### src/pit_pkg.sv
package pit_pkg;

	// ========================================
	// sizes
	// ========================================

	// number of timer channels
	localparam int PIT_NCHAN = 4;
	// data bus and counter width
	localparam int PIT_DW = 32;
	// byte address width, bits 5:4 pick the channel and bits 3:2 the register
	localparam int PIT_AW = 6;
	// width of the channel field in the address
	localparam int PIT_CSEL_W = $clog2(PIT_NCHAN);
	// one control byte per channel in the control word
	localparam int PIT_CTRL_W = 8;
	// meaningful bits in a control byte
	localparam int PIT_CTRL_BITS = 5;

	// data and count word
	typedef logic [PIT_DW-1:0] pit_word_t;

	// ========================================
	// register map
	// ========================================

	// byte offsets inside a channel's 16-byte block
	// count is read only, ctrl is shared by all channels
	typedef enum logic [3:0] {
		PIT_REG_COUNT = 4'h0,
		PIT_REG_MAX   = 4'h4,
		PIT_REG_ONT   = 4'h8,
		PIT_REG_CTRL  = 4'hC
	} pit_reg_e;

	// ========================================
	// control byte
	// ========================================

	// bit 0 load, self clearing
	// bit 1 enable counting
	// bit 2 reload from max count at zero
	// bit 3 count external clock edges
	// bit 4 count only while gate is high
	typedef struct packed {
		logic [PIT_CTRL_W-PIT_CTRL_BITS-1:0] unused;
		logic                                gate_en;
		logic                                ext_clk;
		logic                                auto_rld;
		logic                                enable;
		logic                                load;
	} pit_ctrl_t;

	// control byte after reset, auto-reload on and everything else off
	localparam pit_ctrl_t PIT_CTRL_RST = '{
		unused:   '0,
		gate_en:  1'b0,
		ext_clk:  1'b0,
		auto_rld: 1'b1,
		enable:   1'b0,
		load:     1'b0
	};

endpackage

### src/pit_chan_if.sv
`timescale 1ns/100ps

interface pit_chan_if;
	import pit_pkg::*;

	// register stage to channel
	pit_word_t max_cnt;
	pit_word_t on_time;
	// single-cycle strobe, ctrl_wdata is valid with it
	logic      ctrl_wr;
	pit_ctrl_t ctrl_wdata;

	// channel back to register stage
	pit_word_t count;
	pit_ctrl_t ctrl_rdata;
	// output level, also goes to the top-level out_o
	logic      out;

	// register side
	modport regs (
		output max_cnt,
		output on_time,
		output ctrl_wr,
		output ctrl_wdata,
		input  count,
		input  ctrl_rdata,
		input  out
	);

	// counting channel side
	modport chan (
		input  max_cnt,
		input  on_time,
		input  ctrl_wr,
		input  ctrl_wdata,
		output count,
		output ctrl_rdata,
		output out
	);

endinterface

### src/pit_input_sync.sv
`timescale 1ns/100ps

module pit_input_sync (
	input  logic                          clk_i,
	input  logic                          rst_i,
	input  logic [pit_pkg::PIT_NCHAN-1:0] ext_clk_i,
	input  logic [pit_pkg::PIT_NCHAN-1:0] gate_i,
	output logic [pit_pkg::PIT_NCHAN-1:0] ext_tick_o,
	output logic [pit_pkg::PIT_NCHAN-1:0] gate_s_o
);
	import pit_pkg::*;

	// external clock synchronizer stages
	logic [PIT_NCHAN-1:0] ext_ff1_q;
	logic [PIT_NCHAN-1:0] ext_ff2_q;
	// previous synchronized clock for edge detect
	logic [PIT_NCHAN-1:0] ext_prev_q;
	// registered rising-edge pulse
	logic [PIT_NCHAN-1:0] tick_q;

	// gate synchronizer stages
	logic [PIT_NCHAN-1:0] gate_ff1_q;
	logic [PIT_NCHAN-1:0] gate_ff2_q;

	// ========================================
	// two-flop synchronizers
	// ========================================

	always_ff @(posedge clk_i) begin
		if (rst_i) begin
			ext_ff1_q  <= '0;
			ext_ff2_q  <= '0;
			gate_ff1_q <= '0;
			gate_ff2_q <= '0;
		end else begin
			ext_ff1_q  <= ext_clk_i;
			ext_ff2_q  <= ext_ff1_q;
			gate_ff1_q <= gate_i;
			gate_ff2_q <= gate_ff1_q;
		end
	end

	// ========================================
	// rising edge detect
	// ========================================

	// edge on the synchronized clock becomes a one-cycle tick
	// input edge to tick is three clocks in total
	always_ff @(posedge clk_i) begin
		if (rst_i) begin
			ext_prev_q <= '0;
			tick_q     <= '0;
		end else begin
			ext_prev_q <= ext_ff2_q;
			tick_q     <= ext_ff2_q & ~ext_prev_q;
		end
	end

	assign ext_tick_o = tick_q;
	// gate level is used straight from the second flop
	assign gate_s_o   = gate_ff2_q;

endmodule

### src/pit_regs.sv
`timescale 1ns/100ps

module pit_regs (
	input  logic                          clk_i,
	input  logic                          rst_i,
	input  logic                          cs_i,
	input  logic                          cyc_i,
	input  logic                          stb_i,
	input  logic                          we_i,
	input  logic [pit_pkg::PIT_NCHAN-1:0] sel_i,
	input  logic [pit_pkg::PIT_AW-1:0]    adr_i,
	input  pit_pkg::pit_word_t            dat_i,
	output pit_pkg::pit_word_t            dat_o,
	output logic                          ack_o,
	pit_chan_if.regs                      chan [0:pit_pkg::PIT_NCHAN-1]
);
	import pit_pkg::*;

	// bus qualifiers
	logic                  bus_cs;
	logic                  wr_acc;
	logic                  rd_acc;
	logic                  rd_rdy_q;
	// address fields
	logic [PIT_CSEL_W-1:0] csel;
	pit_reg_e              reg_sel;

	// per-channel storage and status taps
	pit_word_t             max_q  [PIT_NCHAN];
	pit_word_t             ont_q  [PIT_NCHAN];
	pit_word_t             cnt_arr [PIT_NCHAN];
	// all four control bytes as one read word
	pit_word_t             ctrl_word;
	pit_word_t             rd_word;

	// ========================================
	// bus decode
	// ========================================

	assign bus_cs  = cyc_i & stb_i & cs_i;
	assign wr_acc  = bus_cs & we_i;
	assign rd_acc  = bus_cs & ~we_i;
	assign csel    = adr_i[PIT_AW-1 -: PIT_CSEL_W];
	// word offset inside the channel block, low two address bits ignored
	assign reg_sel = pit_reg_e'({adr_i[3:2], 2'b00});

	// writes ack at once, reads after the data register is loaded
	always_ff @(posedge clk_i) begin
		if (rst_i) begin
			rd_rdy_q <= 1'b0;
		end else begin
			rd_rdy_q <= rd_acc;
		end
	end

	assign ack_o = bus_cs & (we_i | rd_rdy_q);

	// ========================================
	// max count and on-time
	// ========================================

	always_ff @(posedge clk_i) begin
		for (int i = 0; i < PIT_NCHAN; i++) begin
			if (wr_acc && int'(csel) == i) begin
				if (reg_sel == PIT_REG_MAX) begin
					max_q[i] <= dat_i;
				end
				if (reg_sel == PIT_REG_ONT) begin
					ont_q[i] <= dat_i;
				end
			end
		end
	end

	// ========================================
	// channel connections
	// ========================================

	for (genvar i = 0; i < PIT_NCHAN; i++) begin : g_chan
		pit_ctrl_t rd_byte;

		assign chan[i].max_cnt = max_q[i];
		assign chan[i].on_time = ont_q[i];

		// control write goes to every channel, byte lane i picks channel i
		// channel field of the address plays no part here
		assign chan[i].ctrl_wr    = wr_acc & (reg_sel == PIT_REG_CTRL) & sel_i[i];
		// reserved bits are written as zero
		assign chan[i].ctrl_wdata = pit_ctrl_t'({
			{(PIT_CTRL_W-PIT_CTRL_BITS){1'b0}},
			dat_i[PIT_CTRL_W*i +: PIT_CTRL_BITS]
		});

		assign cnt_arr[i] = chan[i].count;

		// load is a strobe and always reads back as zero
		always_comb begin
			rd_byte      = chan[i].ctrl_rdata;
			rd_byte.load = 1'b0;
		end

		assign ctrl_word[PIT_CTRL_W*i +: PIT_CTRL_W] = rd_byte;
	end

	// ========================================
	// read data
	// ========================================

	always_comb begin
		case (reg_sel)
			PIT_REG_COUNT: rd_word = cnt_arr[csel];
			PIT_REG_MAX:   rd_word = max_q[csel];
			PIT_REG_ONT:   rd_word = ont_q[csel];
			PIT_REG_CTRL:  rd_word = ctrl_word;
			default:       rd_word = '0;
		endcase
	end

	// dat_o holds the addressed word during a read and is zero otherwise
	always_ff @(posedge clk_i) begin
		if (rst_i) begin
			dat_o <= '0;
		end else if (rd_acc) begin
			dat_o <= rd_word;
		end else begin
			dat_o <= '0;
		end
	end

endmodule

### src/pit_channel.sv
`timescale 1ns/100ps

module pit_channel (
	input  logic     clk_i,
	input  logic     rst_i,
	input  logic     ext_tick_i,
	input  logic     gate_i,
	pit_chan_if.chan bus
);
	import pit_pkg::*;

	pit_ctrl_t ctrl_q;
	pit_word_t count_q;
	logic      out_q;

	// tick qualification
	logic      tick_src;
	logic      gate_ok;
	logic      tick_ok;
	// compare results on the old count
	logic      at_ont;
	logic      at_zero;
	// count hits zero without the on-time match taking priority
	logic      zero_hit;

	// ========================================
	// tick qualification
	// ========================================

	// internal clock ticks every cycle, external clock on synced edges only
	assign tick_src = ctrl_q.ext_clk ? ext_tick_i : 1'b1;
	assign gate_ok  = ~ctrl_q.gate_en | gate_i;
	// a pending load wins over counting
	assign tick_ok  = ~ctrl_q.load & ctrl_q.enable & tick_src & gate_ok;

	assign at_ont   = (count_q == bus.on_time);
	assign at_zero  = (count_q == '0);
	assign zero_hit = tick_ok & ~at_ont & at_zero;

	// ========================================
	// control register
	// ========================================

	always_ff @(posedge clk_i) begin
		if (rst_i) begin
			ctrl_q <= PIT_CTRL_RST;
		end else if (bus.ctrl_wr) begin
			ctrl_q <= bus.ctrl_wdata;
		end else begin
			// load lasts exactly one cycle
			ctrl_q.load <= 1'b0;
			// one-shot mode stops itself at zero
			if (zero_hit && !ctrl_q.auto_rld) begin
				ctrl_q.enable <= 1'b0;
			end
		end
	end

	// ========================================
	// down counter and output
	// ========================================

	always_ff @(posedge clk_i) begin
		if (rst_i) begin
			count_q <= '0;
		end else if (ctrl_q.load) begin
			count_q <= bus.max_cnt;
		end else if (tick_ok) begin
			if (zero_hit && ctrl_q.auto_rld) begin
				count_q <= bus.max_cnt;
			end else begin
				// a stopped one-shot is left at the wrapped value
				count_q <= count_q - 1'b1;
			end
		end
	end

	// high from the on-time match until the count reaches zero
	always_ff @(posedge clk_i) begin
		if (rst_i) begin
			out_q <= 1'b0;
		end else if (tick_ok) begin
			if (at_ont) begin
				out_q <= 1'b1;
			end else if (at_zero) begin
				out_q <= 1'b0;
			end
		end
	end

	assign bus.count      = count_q;
	assign bus.ctrl_rdata = ctrl_q;
	assign bus.out        = out_q;

endmodule

### src/pit_top.sv
`timescale 1ns/100ps

module pit_top (
	input  logic                          clk_i,
	input  logic                          rst_i,
	// bus slave port
	input  logic                          cs_i,
	input  logic                          cyc_i,
	input  logic                          stb_i,
	input  logic                          we_i,
	input  logic [pit_pkg::PIT_NCHAN-1:0] sel_i,
	input  logic [pit_pkg::PIT_AW-1:0]    adr_i,
	input  pit_pkg::pit_word_t            dat_i,
	output pit_pkg::pit_word_t            dat_o,
	output logic                          ack_o,
	// timer pins, one bit per channel
	input  logic [pit_pkg::PIT_NCHAN-1:0] ext_clk_i,
	input  logic [pit_pkg::PIT_NCHAN-1:0] gate_i,
	output logic [pit_pkg::PIT_NCHAN-1:0] out_o
);
	import pit_pkg::*;

	// synchronized pin state
	logic [PIT_NCHAN-1:0] ext_tick;
	logic [PIT_NCHAN-1:0] gate_s;

	// one register-to-channel link per channel
	pit_chan_if chan_bus [0:PIT_NCHAN-1] ();

	// ========================================
	// stage 1, pin synchronizer
	// ========================================

	pit_input_sync i_sync (
		.clk_i      (clk_i),
		.rst_i      (rst_i),
		.ext_clk_i  (ext_clk_i),
		.gate_i     (gate_i),
		.ext_tick_o (ext_tick),
		.gate_s_o   (gate_s)
	);

	// stage 2, bus and registers
	pit_regs i_regs (
		.clk_i (clk_i),
		.rst_i (rst_i),
		.cs_i  (cs_i),
		.cyc_i (cyc_i),
		.stb_i (stb_i),
		.we_i  (we_i),
		.sel_i (sel_i),
		.adr_i (adr_i),
		.dat_i (dat_i),
		.dat_o (dat_o),
		.ack_o (ack_o),
		.chan  (chan_bus)
	);

	// stage 3, counting channels
	for (genvar g = 0; g < PIT_NCHAN; g++) begin : g_chan
		pit_channel i_chan (
			.clk_i      (clk_i),
			.rst_i      (rst_i),
			.ext_tick_i (ext_tick[g]),
			.gate_i     (gate_s[g]),
			.bus        (chan_bus[g])
		);

		assign out_o[g] = chan_bus[g].out;
	end

endmodule

### config.mk
export PLATFORM = sky130hd
export DESIGN_NAME = pit_top
export DESIGN_NICKNAME = d
export VERILOG_FILES = /design/src/pit_pkg.sv /design/src/pit_chan_if.sv /design/src/pit_input_sync.sv /design/src/pit_regs.sv /design/src/pit_channel.sv /design/src/pit_top.sv
export SDC_FILE = /design/constraint.sdc
export NUM_CORES = 1
export LEC_CHECK = 0
export ABC_AREA = 1
export CORE_MARGIN = 10
export CORE_UTILIZATION = 35
export CTS_CLUSTER_SIZE = 40
export DETAILED_ROUTE_END_ITERATION = 6
export DONT_BUFFER_PORTS = 1
export PLACE_DENSITY = 0.5
export SETUP_SLACK_MARGIN = 0.2
export SYNTH_ARGS = -nofsm -noshare
export SYNTH_HDL_FRONTEND = slang
export SYNTH_SLANG_ARGS = --single-unit
### constraint.sdc
create_clock -name clk_i -period 7.3 [get_ports clk_i]
set_clock_uncertainty 0.1 [all_clocks]
set_input_delay 0.73 -clock clk_i [delete_from_list [all_inputs] [get_ports clk_i]]
set_output_delay 0.73 -clock clk_i [all_outputs]
set_load 0.02 [all_outputs]
# Word level (Yosys, flattened, before mapping)

Memories as Yosys holds them, arrays and structs flattened.
Index checks and enable logic that the tools add are counted.

Register bits: 209
Bits in latches: 0
Memory bits (writable): 256
ROM bits: 0
Output and inout bits: 37
Logic and storage cells: 230
Memories: 2

Memories:

| name         | words | width | rd ports | clocked after memory_dff | write ports | line           | RTL |
|---|---|---|---|---|---|---|---|
| i_regs.max_q | 4     | 32    | 5        | 0                        | 1           | pit_regs.sv:29 | `pit_word_t max_q [PIT_NCHAN];` |
| i_regs.ont_q | 4     | 32    | 5        | 0                        | 1           | pit_regs.sv:30 | `pit_word_t ont_q [PIT_NCHAN];` |

Add/sub/neg operators: 4
Multipliers: 0
Div/mod/pow operators: 0
Order comparisons: 1
Eq/ne operators: 10
Shifts and indexed selects: 0
Multiplexer cells: 72
Bitwise operators: 56
Reductions and logical operators: 49

Operator list:

| kind                    | number |
|---|---|
| $mux W32                | 20 |
| $reduce_or A32 Y1       | 6 |
| $eq A32 B32 Y1          | 4 |
| $logic_not A32 Y1       | 4 |
| $pmux W32 S4            | 1 |
| $sub A32 B1 Y32 const B | 4 |
| $bmux W32 S2            | 1 |
| $mux W1                 | 40 |
| $and A1 B1 Y1           | 30 |
| $reduce_bool A2 Y1      | 12 |
| $mux W2                 | 10 |
| $not A1 Y1              | 18 |
| $logic_and A1 B1 Y1     | 12 |
| $reduce_or A2 Y1        | 5 |
| $eq A2 B2 Y1 const B    | 4 |
| $reduce_and A2 Y1       | 4 |
| $or A1 B1 Y1            | 5 |
| $and A4 B4 Y4           | 1 |
| $eq A2 B1 Y1 const B    | 2 |
| $logic_not A1 Y1        | 4 |
| $logic_not A4 Y1        | 1 |
| $not A4 Y4              | 1 |
| $ge A3 B3 Y1 const B    | 1 |
| $not A2 Y3              | 1 |
| $logic_not A2 Y1        | 1 |

# Longest topological paths before layout

Gate-level depths: netlist of run 1.

Depth after elaboration: 10
Depth in mapped cells: 16
Mapped depth without buffers: 14

# Cells and area by module

Synthesis of run 1 repeated with hierarchy kept, for this count alone.

Cell total of the unflattened synthesis: 3838
Area, all modules: 27372.5 um^2

Modules (own cells, without submodules):

| module         | instances | cells an instance | area each (um^2) |
|---|---|---|---|
| pit_regs       | 1         | 1551              | 13439.1 |
| pit_channel    | 4         | 553               | 3306.9 |
| pit_input_sync | 1         | 71                | 675.6 |
| pit_top        | 1         | 4                 | 30.0 |

# Worst setup path before layout of run 1

OpenSTA, ideal clock, no wires.

Kind: input-to-reg
Start point: input port adr_i[4] (netlist bit)
End point: memory i_regs.max_q[1][0] (netlist bit), enable pin
Library setup time: 0.421 ns
Arrival: 2.878 ns
Required time: 6.779 ns
Slack: 3.901 ns
Cell stages on the path: 5
Path buffers: 1
Cell sequence: inv_1 > nor2_1 > clkbuf_1 > nand2_1 > nor2_1

Cells in the longest elaborated chain, start to end: 8
Elaborated cells on any way between the ends: 25
Classes of those cells: eq/ne (3); mux (14); reduce/logical (8)

RTL lines:

| element                                                           | line           | RTL |
|---|---|---|
| start, declared                                                   | pit_top.sv:12  | `input logic [pit_pkg::PIT_AW-1:0] adr_i,` |
| $eq A2 B2 Y1                                                      | pit_regs.sv:64 | `if (wr_acc && int'(csel) == i) begin` |
| $logic_and A1 B1 Y1                                               | pit_regs.sv:64 |  |
| $mux W1                                                           | pit_regs.sv:64 |  |
| $mux W1 (implied by the code)                                     | pit_regs.sv:66 | `max_q[i] <= dat_i;` |
| $reduce_or A32 Y1 (no line)                                       | n/a            |  |
| $mux W2 (no line) / $mux W1 (equally long branches) (3 in series) | n/a            |  |
| end, declared                                                     | pit_regs.sv:29 |  |

Parallel ways exist; a longest one is shown, timed or not.

# Worst setup path after layout of run 1

Start point: register g_chan[0].i_chan.count_q[0]
End point: register g_chan[0].i_chan.count_q[6]

Cells in the longest elaborated chain, start to end: 8
Elaborated cells on any way between the ends: 10
Classes of those cells: add/sub (1); eq/ne (1); mux (3); bitwise (3); reduce/logical (2)

RTL lines:

| element                                                 | line              | RTL |
|---|---|---|
| start, declared                                         | pit_channel.sv:13 | `pit_word_t count_q;` |
| start signal, assigned                                  | pit_channel.sv:67 | `count_q <= bus.max_cnt;` |
| start signal, assigned                                  | pit_channel.sv:70 | `count_q <= bus.max_cnt;` |
| start signal, assigned                                  | pit_channel.sv:73 | `count_q <= count_q - 1'b1;` |
| branches (longest 5 deep; another with $sub A32 B1 Y32) | n/a               |  |
| $mux W32 *                                              | pit_channel.sv:69 | `if (zero_hit && ctrl_q.auto_rld) begin` |
| $mux W32 *                                              | pit_channel.sv:68 | `end else if (tick_ok) begin` |
| $mux W32 *                                              | pit_channel.sv:66 | `end else if (ctrl_q.load) begin` |

Mark *: on every way between the ends. The select of a mux whose other input is x is not followed.
A chain may end at the register's enable or synchronous reset.

==> results of run 1 <==
## worst max path at each step
stage                                               end  cells past startpoint
after floorplan                      i_regs.max_q[1][0]                      5
after global placement                 i_regs.dat_o[31]                      9
after detailed placement               i_regs.dat_o[31]                      9
after CTS                 g_chan[0].i_chan.bus.count[6]                     12
after global routing      g_chan[1].i_chan.bus.count[4]                     14
final                     g_chan[0].i_chan.bus.count[6]                     12
## worst max-delay path: stages (launching register included)
cell and delay [ps]:
dfxtp_1 310, inv_1 170, ha_1 360, nand2_1 250, nor2_2 220, nand3_2 260, nor2_4 220, nand3_4 350
nand2_4 540, inv_1 210, nor2_1 140, nor2_1 60, nor2_1 80
## kinds of logic (layout without fill, tap and decap cells)
group,Yosys count,after routing,synth area share [%]
compound gates,491,491,11.3
xor+xnor,198,198,7.03
fa+ha+maj,4,4,0.203
buf+inv,570,539,9.62
flops,465,465,48.1
other cells,0,1,0
simple gates,1339,1339,23.8
## cell usage after synthesis, drive strengths merged
library cell / number
a21oi: 148
a22o: 2
a22oi: 40
a31oi: 8
a41oi: 10
and2: 1
buf: 58
clkbuf: 102
clkinv: 7
dfxtp: 209
edfxtp: 256
ha: 4
inv: 403
nand2: 694
nand3: 288
nand3b: 2
nand4: 30
nor2: 297
nor3: 23
nor3b: 1
o2111ai: 1
o211ai: 1
o21a: 1
o21ai: 158
o221ai: 2
o22ai: 118
o2bb2ai: 2
or2: 3
xnor2: 91
xor2: 107
## metrics by stage
| step | hold slack (ps) | worst slack [ps] | util (%) | power (mW) |
|---|---|---|---|---|
| 2_1_floorplan | 273 | 3900 | - | 3.18 |
| 4_1_cts | 78.9 | 3950 | 38.8 | 6.06 |
| 3_5_place_dp | 286 | 3880 | 36.2 | 3.31 |
| 6_report | 107 | 3940 | 38.8 | 6.02 |
| 5_1_grt | 90.2 | 3660 | 38.8 | 6.21 |
| 3_3_place_gp | 280 | 3880 | 36.2 | 3.31 |
## area by class of cell
class                   instances  area [um^2]  share of cell area (%)
diodes                          1         2.50                 0.00924
clock buffers                  71         1500                    5.52
clock inverters                28          274                    1.01
inverters                     410         1540                    5.68
multi-input cells            2032        10500                    38.8
flip-flops and latches        465        11900                    43.8
well taps                     940         1180                    4.34
repair buffers                 30          225                   0.831
## layout by cell type (no fill, tap or decap), types with 40 or more instances in the layout
cell type	n
dfxtp_1	209
nand3_1	264
clkbuf_16	54
o22ai_1	118
nand2_1	681
xnor2_1	91
nor2_1	260
a22oi_1	40
edfxtp_1	256
xor2_1	107
a21oi_1	148
inv_1	390
o21ai_0	155
## flip-flops by register name, indices dropped and copies added, names as in the netlist
name and flops:
i_sync.ext_ff1_q 4, i_sync.ext_ff2_q 4, g_chan.i_chan.bus.count 128, i_regs.max_q 128, i_sync.gate_s_o 4, i_regs.ont_q 128, g_chan.i_chan.bus.ctrl_rdata 20, i_regs.rd_rdy_q 1
i_sync.gate_ff1_q 4, g_chan.i_chan.bus.out 4, i_sync.ext_prev_q 4, i_sync.ext_tick_o 4, i_regs.dat_o 32
## per-layer routing
layer	up-vias	share of wire [%]
li1	9933	-
met1	10044	43
met2	962	45
met3	189	8.5
met4	6	4.3
met5	-	0.037
## power breakdown
group | switching, mW | total (mW) | leakage, nW | internal, mW
sequential | 0.0203 | 2.80 | 3.99 | 2.78
clock | 1.14 | 2.75 | 0.881 | 1.61
combinational | 0.318 | 0.471 | 6.09 | 0.153
total | 1.48 | 6.02 | 11.0 | 4.54
==> results.json, run 1 <==
{
  "status": "finished, final reports clean",
  "fp.coreArea_mm2": 0.0699,
  "worstSkewPairLatency_ps": 620,
  "fin_nets": 3052,
  "peakVddDrop_uv": 185,
  "synth_cells": 3067,
  "rrSetupSlack_ps": 3940,
  "synthTopCellsByArea": "edfxtp_1, dfxtp_1, nand2_1, inv_1, nand3_1",
  "required_ps": 7740,
  "placedCellCount": 3877,
  "rsz0062_at_grt": "no",
  "grt_pass1_wl_um": 136000,
  "cts_inserted_buffers": 53,
  "syn_area_per_cell_um2": 8.05,
  "ys_seq_area_share_pct": 48.1,
  "clockRootBuffer": "clkbuf_16",
  "fin_area_mm2": 0.0271,
  "clock-sinks": 465,
  "busiest_layer": "met2",
  "place.gp.congestion": 0.960,
  "portBuffers": 0,
  "cts_tree": "done",
  "postCtsHoldBufs": 0,
  "ys.warnings.count": 0,
  "die-area_mm2": 0.0815,
  "postCtsSetupBuffers": 0,
  "ant_nets": 0,
  "hold_depth": 0,
  "htreeDepth": 2,
  "drc_errors": 0,
  "die_w_um": 286,
  "ys_ff_latch": 465,
  "critPathKind": "flop to flop",
  "tightestPinTransition_ps": 1150,
  "crit_fanout": 35,
  "placementRows": 97,
  "drive_gt1_share_pct": 6.98,
  "min_period_ps": 3360,
  "setup_viol": 0,
  "clockBufferDepth": 3,
  "start_kind": "flop",
  "final.period_utilization_pct": 46.0,
  "routedWlPerCell_um": 23.6,
  "syn_nets": 3127,
  "placed_area_mm2": 0.0253,
  "final_hold_viol_count": 0,
  "synth_top_area_share_pct": 31.2,
  "grt_usage_pct": 22.3,
  "drt_iter0_markers": 2307,
  "min_to": "i_regs.max_q[0][26]",
  "vias_per_cell": 5.31,
  "fmax_mhz": 298,
  "via_count": 21134,
  "p_per_area_mw_per_mm2": 222,
  "grt_pass1_vias": 20297,
  "synth_top_cell_by_area": "edfxtp_1",
  "wirelength_um": 93900,
  "hpwl_um": 68000,
  "stdcell_count": 3977,
  "syn_area_mm2": 0.0247,
  "first_pass_iters": 6,
  "cp-startpoint": "g_chan[0].i_chan.bus.count[0]",
  "start_util_pct": 35.3,
  "holdCritStartpoint": "dat_i[26]",
  "met3_usage_pct": 4.91,
  "antenna_found_initial": 5,
  "drv_slew": 0,
  "grtUsageMet2_pct": 35.0,
  "reg2regPathDepth": 12,
  "synth_cell_type_count": 46,
  "areaGrowthSynthToFinish_pct": 9.81,
  "path_clk_slew_ps": 70,
  "relSlewSlack_pct": 23.4,
  "arrival_ps": 3800,
  "use_met1_pct": 29.5,
  "r2r-start": "g_chan[0].i_chan.bus.count[0]",
  "p_leak_nw": 11.0,
  "nFillCells": 7178,
  "grt_max_degree": 135,
  "fin_tns_setup_ps": 0,
  "io_pins": 93,
  "grt-ovfl-total": 0,
  "r2r_end": "g_chan[0].i_chan.bus.count[6]",
  "min_path_type": "input port to flop",
  "die_y_um": 286,
  "endpoint_kind": "flop",
  "ctsResizeCount": 0,
  "maxCapViolCount": 0
}
No activity file was read; power rests on OpenSTA's default activity.
==> run 2, diff against run 1 <==
==> constraint.sdc (replaced) <==
create_clock -name clk_i -period 3.2 [get_ports clk_i]
set_clock_uncertainty 0.1 [all_clocks]
set_input_delay 0.32 -clock clk_i [delete_from_list [all_inputs] [get_ports clk_i]]
set_output_delay 0.32 -clock clk_i [all_outputs]
set_load 0.02 [all_outputs]
==> results.json, run 2 (synthesis results as in run 1) <==
{
  "drive_gt1_share_pct": 8.33,
  "grt-ovfl-total": 0,
  "fmax_mhz": 370,
  "reg2regPathDepth": 12,
  "tightestPinTransition_ps": 1150,
  "grt_pass1_vias": 20292,
  "clock-sinks": 465,
  "top_layer": "met5",
  "grt_usage_pct": 23.1,
  "cp_slowest_stage_delay_ps": 340,
  "drt-met1-wl_um": 42000,
  "cp.depth": 12,
  "cts_tree": "done",
  "min_path_type": "input port to flop",
  "final.period_utilization_pct": 84.5,
  "nFillCells": 7169,
  "portBuffers": 0,
  "antenna_found_initial": 11,
  "arrival_ps": 3050,
  "path_clk_slew_ps": 60,
  "vias_per_cell": 5.30,
  "clockRootBuffer": "clkbuf_16",
  "die-area_mm2": 0.0815,
  "ant_nets": 0,
  "peakVddDrop_uv": 450,
  "hold_depth": 2,
  "fin_tns_setup_ps": 0,
  "seqCellArea_mm2": 0.0119,
  "start_kind": "flop",
  "critical-path-top-delay-family": "simple AND/OR/NAND/NOR gates",
  "critPathBufInv": 2,
  "placementRows": 97,
  "place.gp.congestion": 0.971,
  "clockBufferDepth": 3,
  "p_per_area_mw_per_mm2": 505,
  "first_pass_iters": 5,
  "die_w_um": 286,
  "cpMostUsedCell": "nand3_2",
  "endpoint_kind": "flop",
  "utilization_pct": 40.3,
  "wirelength_um": 97800,
  "dr_wl_met2_um": 44700,
  "status": "finished, final reports clean",
  "areaGrowthSynthToFinish_pct": 14.3,
  "required_ps": 3550,
  "final_hold_viol_count": 0,
  "grt_max_degree": 126,
  "rsz0062_at_grt": "no",
  "drv_slew": 0,
  "multi_input_area_mm2": 0.0105,
  "cts_inserted_buffers": 53,
  "critPathKind": "flop to flop",
  "via_count": 21621,
  "maxCapViolCount": 0,
  "routedWlPerCell_um": 24.0,
  "setup_viol": 0,
  "final_common_cell": "nand2_1",
  "p_leak_nw": 11.5,
  "start_util_pct": 35.3,
  "htreeDepth": 2,
  "relSlewSlack_pct": 23.1,
  "drt_iter0_markers": 2699,
  "crit_fanout": 13,
  "min_period_ps": 2700,
  "fp.coreArea_mm2": 0.0699,
  "fin_nets": 3148,
  "postCtsSetupBuffers": 0,
  "path_cells": "inv_1 -> ha_1 -> nand3_2 -> nor2_4 -> nand4_4 -> nor3_4 -> nand3_2 -> nand2_2 -> buf_4 -> nand2_1 -> nand3_1 -> a21oi_1",
  "io_pins": 93,
  "drc_errors": 0,
  "wl_met3_um": 7160,
  "hpwl_um": 71100,
  "grt_pass1_wl_um": 140000,
  "die_y_um": 286,
  "crit_slowest_cell": "nand2_2",
  "worstSkewPairLatency_ps": 610,
  "layout_common_cells": "nand2_1, inv_1, nand3_1"
}
run 2: changes by cell type in the layout (fill, tap and decap cells not counted), sizes merged:
cell         previous run  this run
dlygate4sd3             0        52
bufinv                  5         4
inv                   405       406
buf                    30        74
clkinv                 26        22
clkbuf                 71        78
diode                   1         7
clkinvlp                2         0
run 2: power by group:
part | switching (mW) | total (mW) | internal (mW)
combinational | 0.849 | 1.27 | 0.416
clock | 2.63 | 6.58 | 3.95
sequential | 0.0434 | 6.38 | 6.33
total | 3.53 | 14.2 | 10.7
run 2: final timing paths:
| path | start | endpoint | slack (ps) |
|---|---|---|---|
| setup / recovery | g_chan[2].i_chan.bus.count[0] | g_chan[2].i_chan.bus.count[30] | 500 |
| hold / removal | sel_i[3] | g_chan[3].i_chan.bus.ctrl_rdata[4] | 30 |
| setup reg to reg | g_chan[2].i_chan.bus.count[0] | g_chan[2].i_chan.bus.count[30] | 500 |
| hold reg to reg | i_sync.ext_prev_q[0] | i_sync.ext_tick_o[0] | 290 |
run 2: layout make-up:
class                      instances  area share [%]
multi-input combinational       2032            37.3
antenna                            7          0.0621
tap                              940            4.17
timing repair buffer             126            4.15
sequential                       465            42.1
inverter                         410            5.46
clock inverter                    22           0.790
clock buffer                      78            5.93
run 2: what timing repair did:
item	CTS	global route
setup endpoints to repair	0	5
hold buffers	53	0
gates resized for setup	0	1
endpoints found under the hold margin	410	0
run 2: per-stage QoR:
| stage | setup slack, ps | cell area (um^2) | cells | power [mW] | hold slack (ps) |
|---|---|---|---|---|---|
| floorplan | 211 | 24700 | 3067 | 7.26 | 273 |
| global placement | 613 | 25700 | 3920 | 7.58 | 278 |
| detailed placement | 572 | 25700 | 3920 | 7.58 | 282 |
| CTS | 516 | 28200 | 4073 | 14.3 | 22.9 |
| global route | 307 | 28200 | 4076 | 14.7 | 46.4 |
| finish | 496 | 28200 | 4080 | 14.2 | 32.9 |
run 2: per-layer routing:
metal	global-route usage (%)	vias up
met5	0	-
met4	8.76	2
met3	3.57	166
met2	37.2	947
met1	31.0	10375
li1	-	10131
==> run 3, diff against run 2 <==
==> constraint.sdc (replaced) <==
create_clock -name clk_i -period 2.7 [get_ports clk_i]
set_clock_uncertainty 0.1 [all_clocks]
set_input_delay 0.27 -clock clk_i [delete_from_list [all_inputs] [get_ports clk_i]]
set_output_delay 0.27 -clock clk_i [all_outputs]
set_load 0.02 [all_outputs]
==> results.json, run 3 (synthesis results as in run 1) <==
{
  "place.gp.congestion": 0.984,
  "fmax_mhz": 406,
  "start_util_pct": 35.3,
  "cp_slowest_stage_delay_ps": 430,
  "stdcell_count": 4132,
  "violations": "hold timing",
  "critPathBufInv": 0,
  "multi_input_area_mm2": 0.0106,
  "vias_per_cell": 5.33,
  "path_cells": "nor2_1 -> nand3_1 -> nor2_1 -> nand4_1 -> xor2_1 -> nand3_1 -> nand3_1 -> a21oi_1",
  "endpoint_kind": "flop",
  "worstSkewPairLatency_ps": 630,
  "crit_slowest_cell": "nor2_1",
  "path_clk_slew_ps": 60,
  "cts_inserted_buffers": 53,
  "placedCellCount": 3945,
  "maxCapViolCount": 0,
  "grt_pass1_wl_um": 143000,
  "critPathKind": "flop to flop",
  "arrival_ps": 2910,
  "status": "finished with violations",
  "grt-ovfl-total": 0,
  "htreeDepth": 2,
  "wirelength_um": 100000,
  "clock-sinks": 465,
  "postCtsHoldBufs": 69,
  "grt_pass1_vias": 20801,
  "relSlewSlack_pct": 39.3,
  "finalPower_mw": 17.1,
  "crit_fanout": 6,
  "tightestPinTransition_ps": 910,
  "final_hold_viol_count": 103,
  "cpMostUsedCell": "nand3_1",
  "grt_usage_pct": 23.7,
  "ant_nets": 0,
  "final.period_utilization_pct": 91.2,
  "grt_max_degree": 135,
  "hpwl_um": 72800,
  "p_per_area_mw_per_mm2": 591,
  "fin_nets": 3203,
  "rsz0062_at_grt": "no",
  "via_count": 22006,
  "start_kind": "flop",
  "portBuffers": 0,
  "peakVddDrop_uv": 521,
  "setup_viol": 0,
  "drv_slew": 0,
  "nFillCells": 7184,
  "die-area_mm2": 0.0815,
  "die_y_um": 286,
  "drt_iter0_markers": 2350,
  "utilization_pct": 41.4,
  "routedWlPerCell_um": 24.2,
  "placementRows": 97,
  "layout_common_cells": "nand2_1, inv_1, nand3_1",
  "p_leak_nw": 11.9,
  "areaGrowthSynthToFinish_pct": 17.3,
  "drive_gt1_share_pct": 9.97,
  "critical-path-top-delay-family": "simple AND/OR/NAND/NOR gates",
  "clockRootBuffer": "clkbuf_16",
  "min_period_ps": 2460,
  "antenna_found_initial": 9,
  "cts_tree": "done",
  "die_w_um": 286,
  "drc_errors": 0,
  "clockBufferDepth": 3,
  "fp.coreArea_mm2": 0.0699,
  "final_common_cell": "nand2_1",
  "seqCellArea_mm2": 0.0119,
  "required_ps": 3140,
  "first_pass_iters": 6,
  "hold_slack_ps": -261,
  "io_pins": 93,
  "min_path_type": "input port to flop"
}
run 3: repair_timing:
action,4_1_cts,5_1_grt
pin swaps,0,6
endpoints found under the setup margin,4,119
resized for setup,1,37
hold endpoints to repair,413,103
buffers inserted,0,11
gates cloned,0,3
run 3: worst reg2reg max path, cell delays in order (launching register included):
cell,delay (ps)
dfxtp_1,370
nor2_1,430
nand3_1,290
nor2_1,430
nand4_1,270
xor2_1,210
nand3_1,90
nand3_1,80
a21oi_1,120
run 3: cell type report:
class                   instances  area share, %
diodes                          4         0.0346
clock buffers                  65           5.14
clock inverters                35           1.54
inverters                     410           5.33
multi-input cells            2033           36.7
flip-flops and latches        465           41.0
well taps                     940           4.06
repair buffers                180           6.12
run 3: final timing paths:
kind | endpoint | start | depth (start not counted) | slack (ps)
setup / recovery | g_chan[3].i_chan.bus.count[20] | g_chan[3].i_chan.bus.count[6] | 8 | 240
hold / removal | g_chan[2].i_chan.bus.count[5] | rst_i | 1 | -260
setup reg to reg | g_chan[3].i_chan.bus.count[20] | g_chan[3].i_chan.bus.count[6] | 8 | 240
hold reg to reg | g_chan[3].i_chan.bus.ctrl_rdata[4] | g_chan[3].i_chan.bus.ctrl_rdata[4] | 2 | 370
run 3: routing by layer:
layer	wire [um]	vias up	global-route usage, %	part of all wire [%]
met2	46000	1022	38.6	46
met3	7960	181	3.93	8.0
met5	41	-	0	0.041
li1	-	10236	-	-
met1	42100	10561	31.2	42
met4	3830	6	8.66	3.8
run 3: per-stage QoR:
step	worst slack, ps	instance area, um^2	TNS, ps
finish	239	28900	0
global route	188	28900	0
CTS	202	28600	0
detailed placement	144	26000	0
global placement	189	26000	0
floorplan	-239	24700	-15290
run 3: power by group:
group	switching (mW)	leakage (nW)	internal, mW	total [mW]
Sequential	0.0528	3.99	7.51	7.56
Combinational	0.976	6.94	0.521	1.50
Clock	3.17	0.934	4.88	8.05
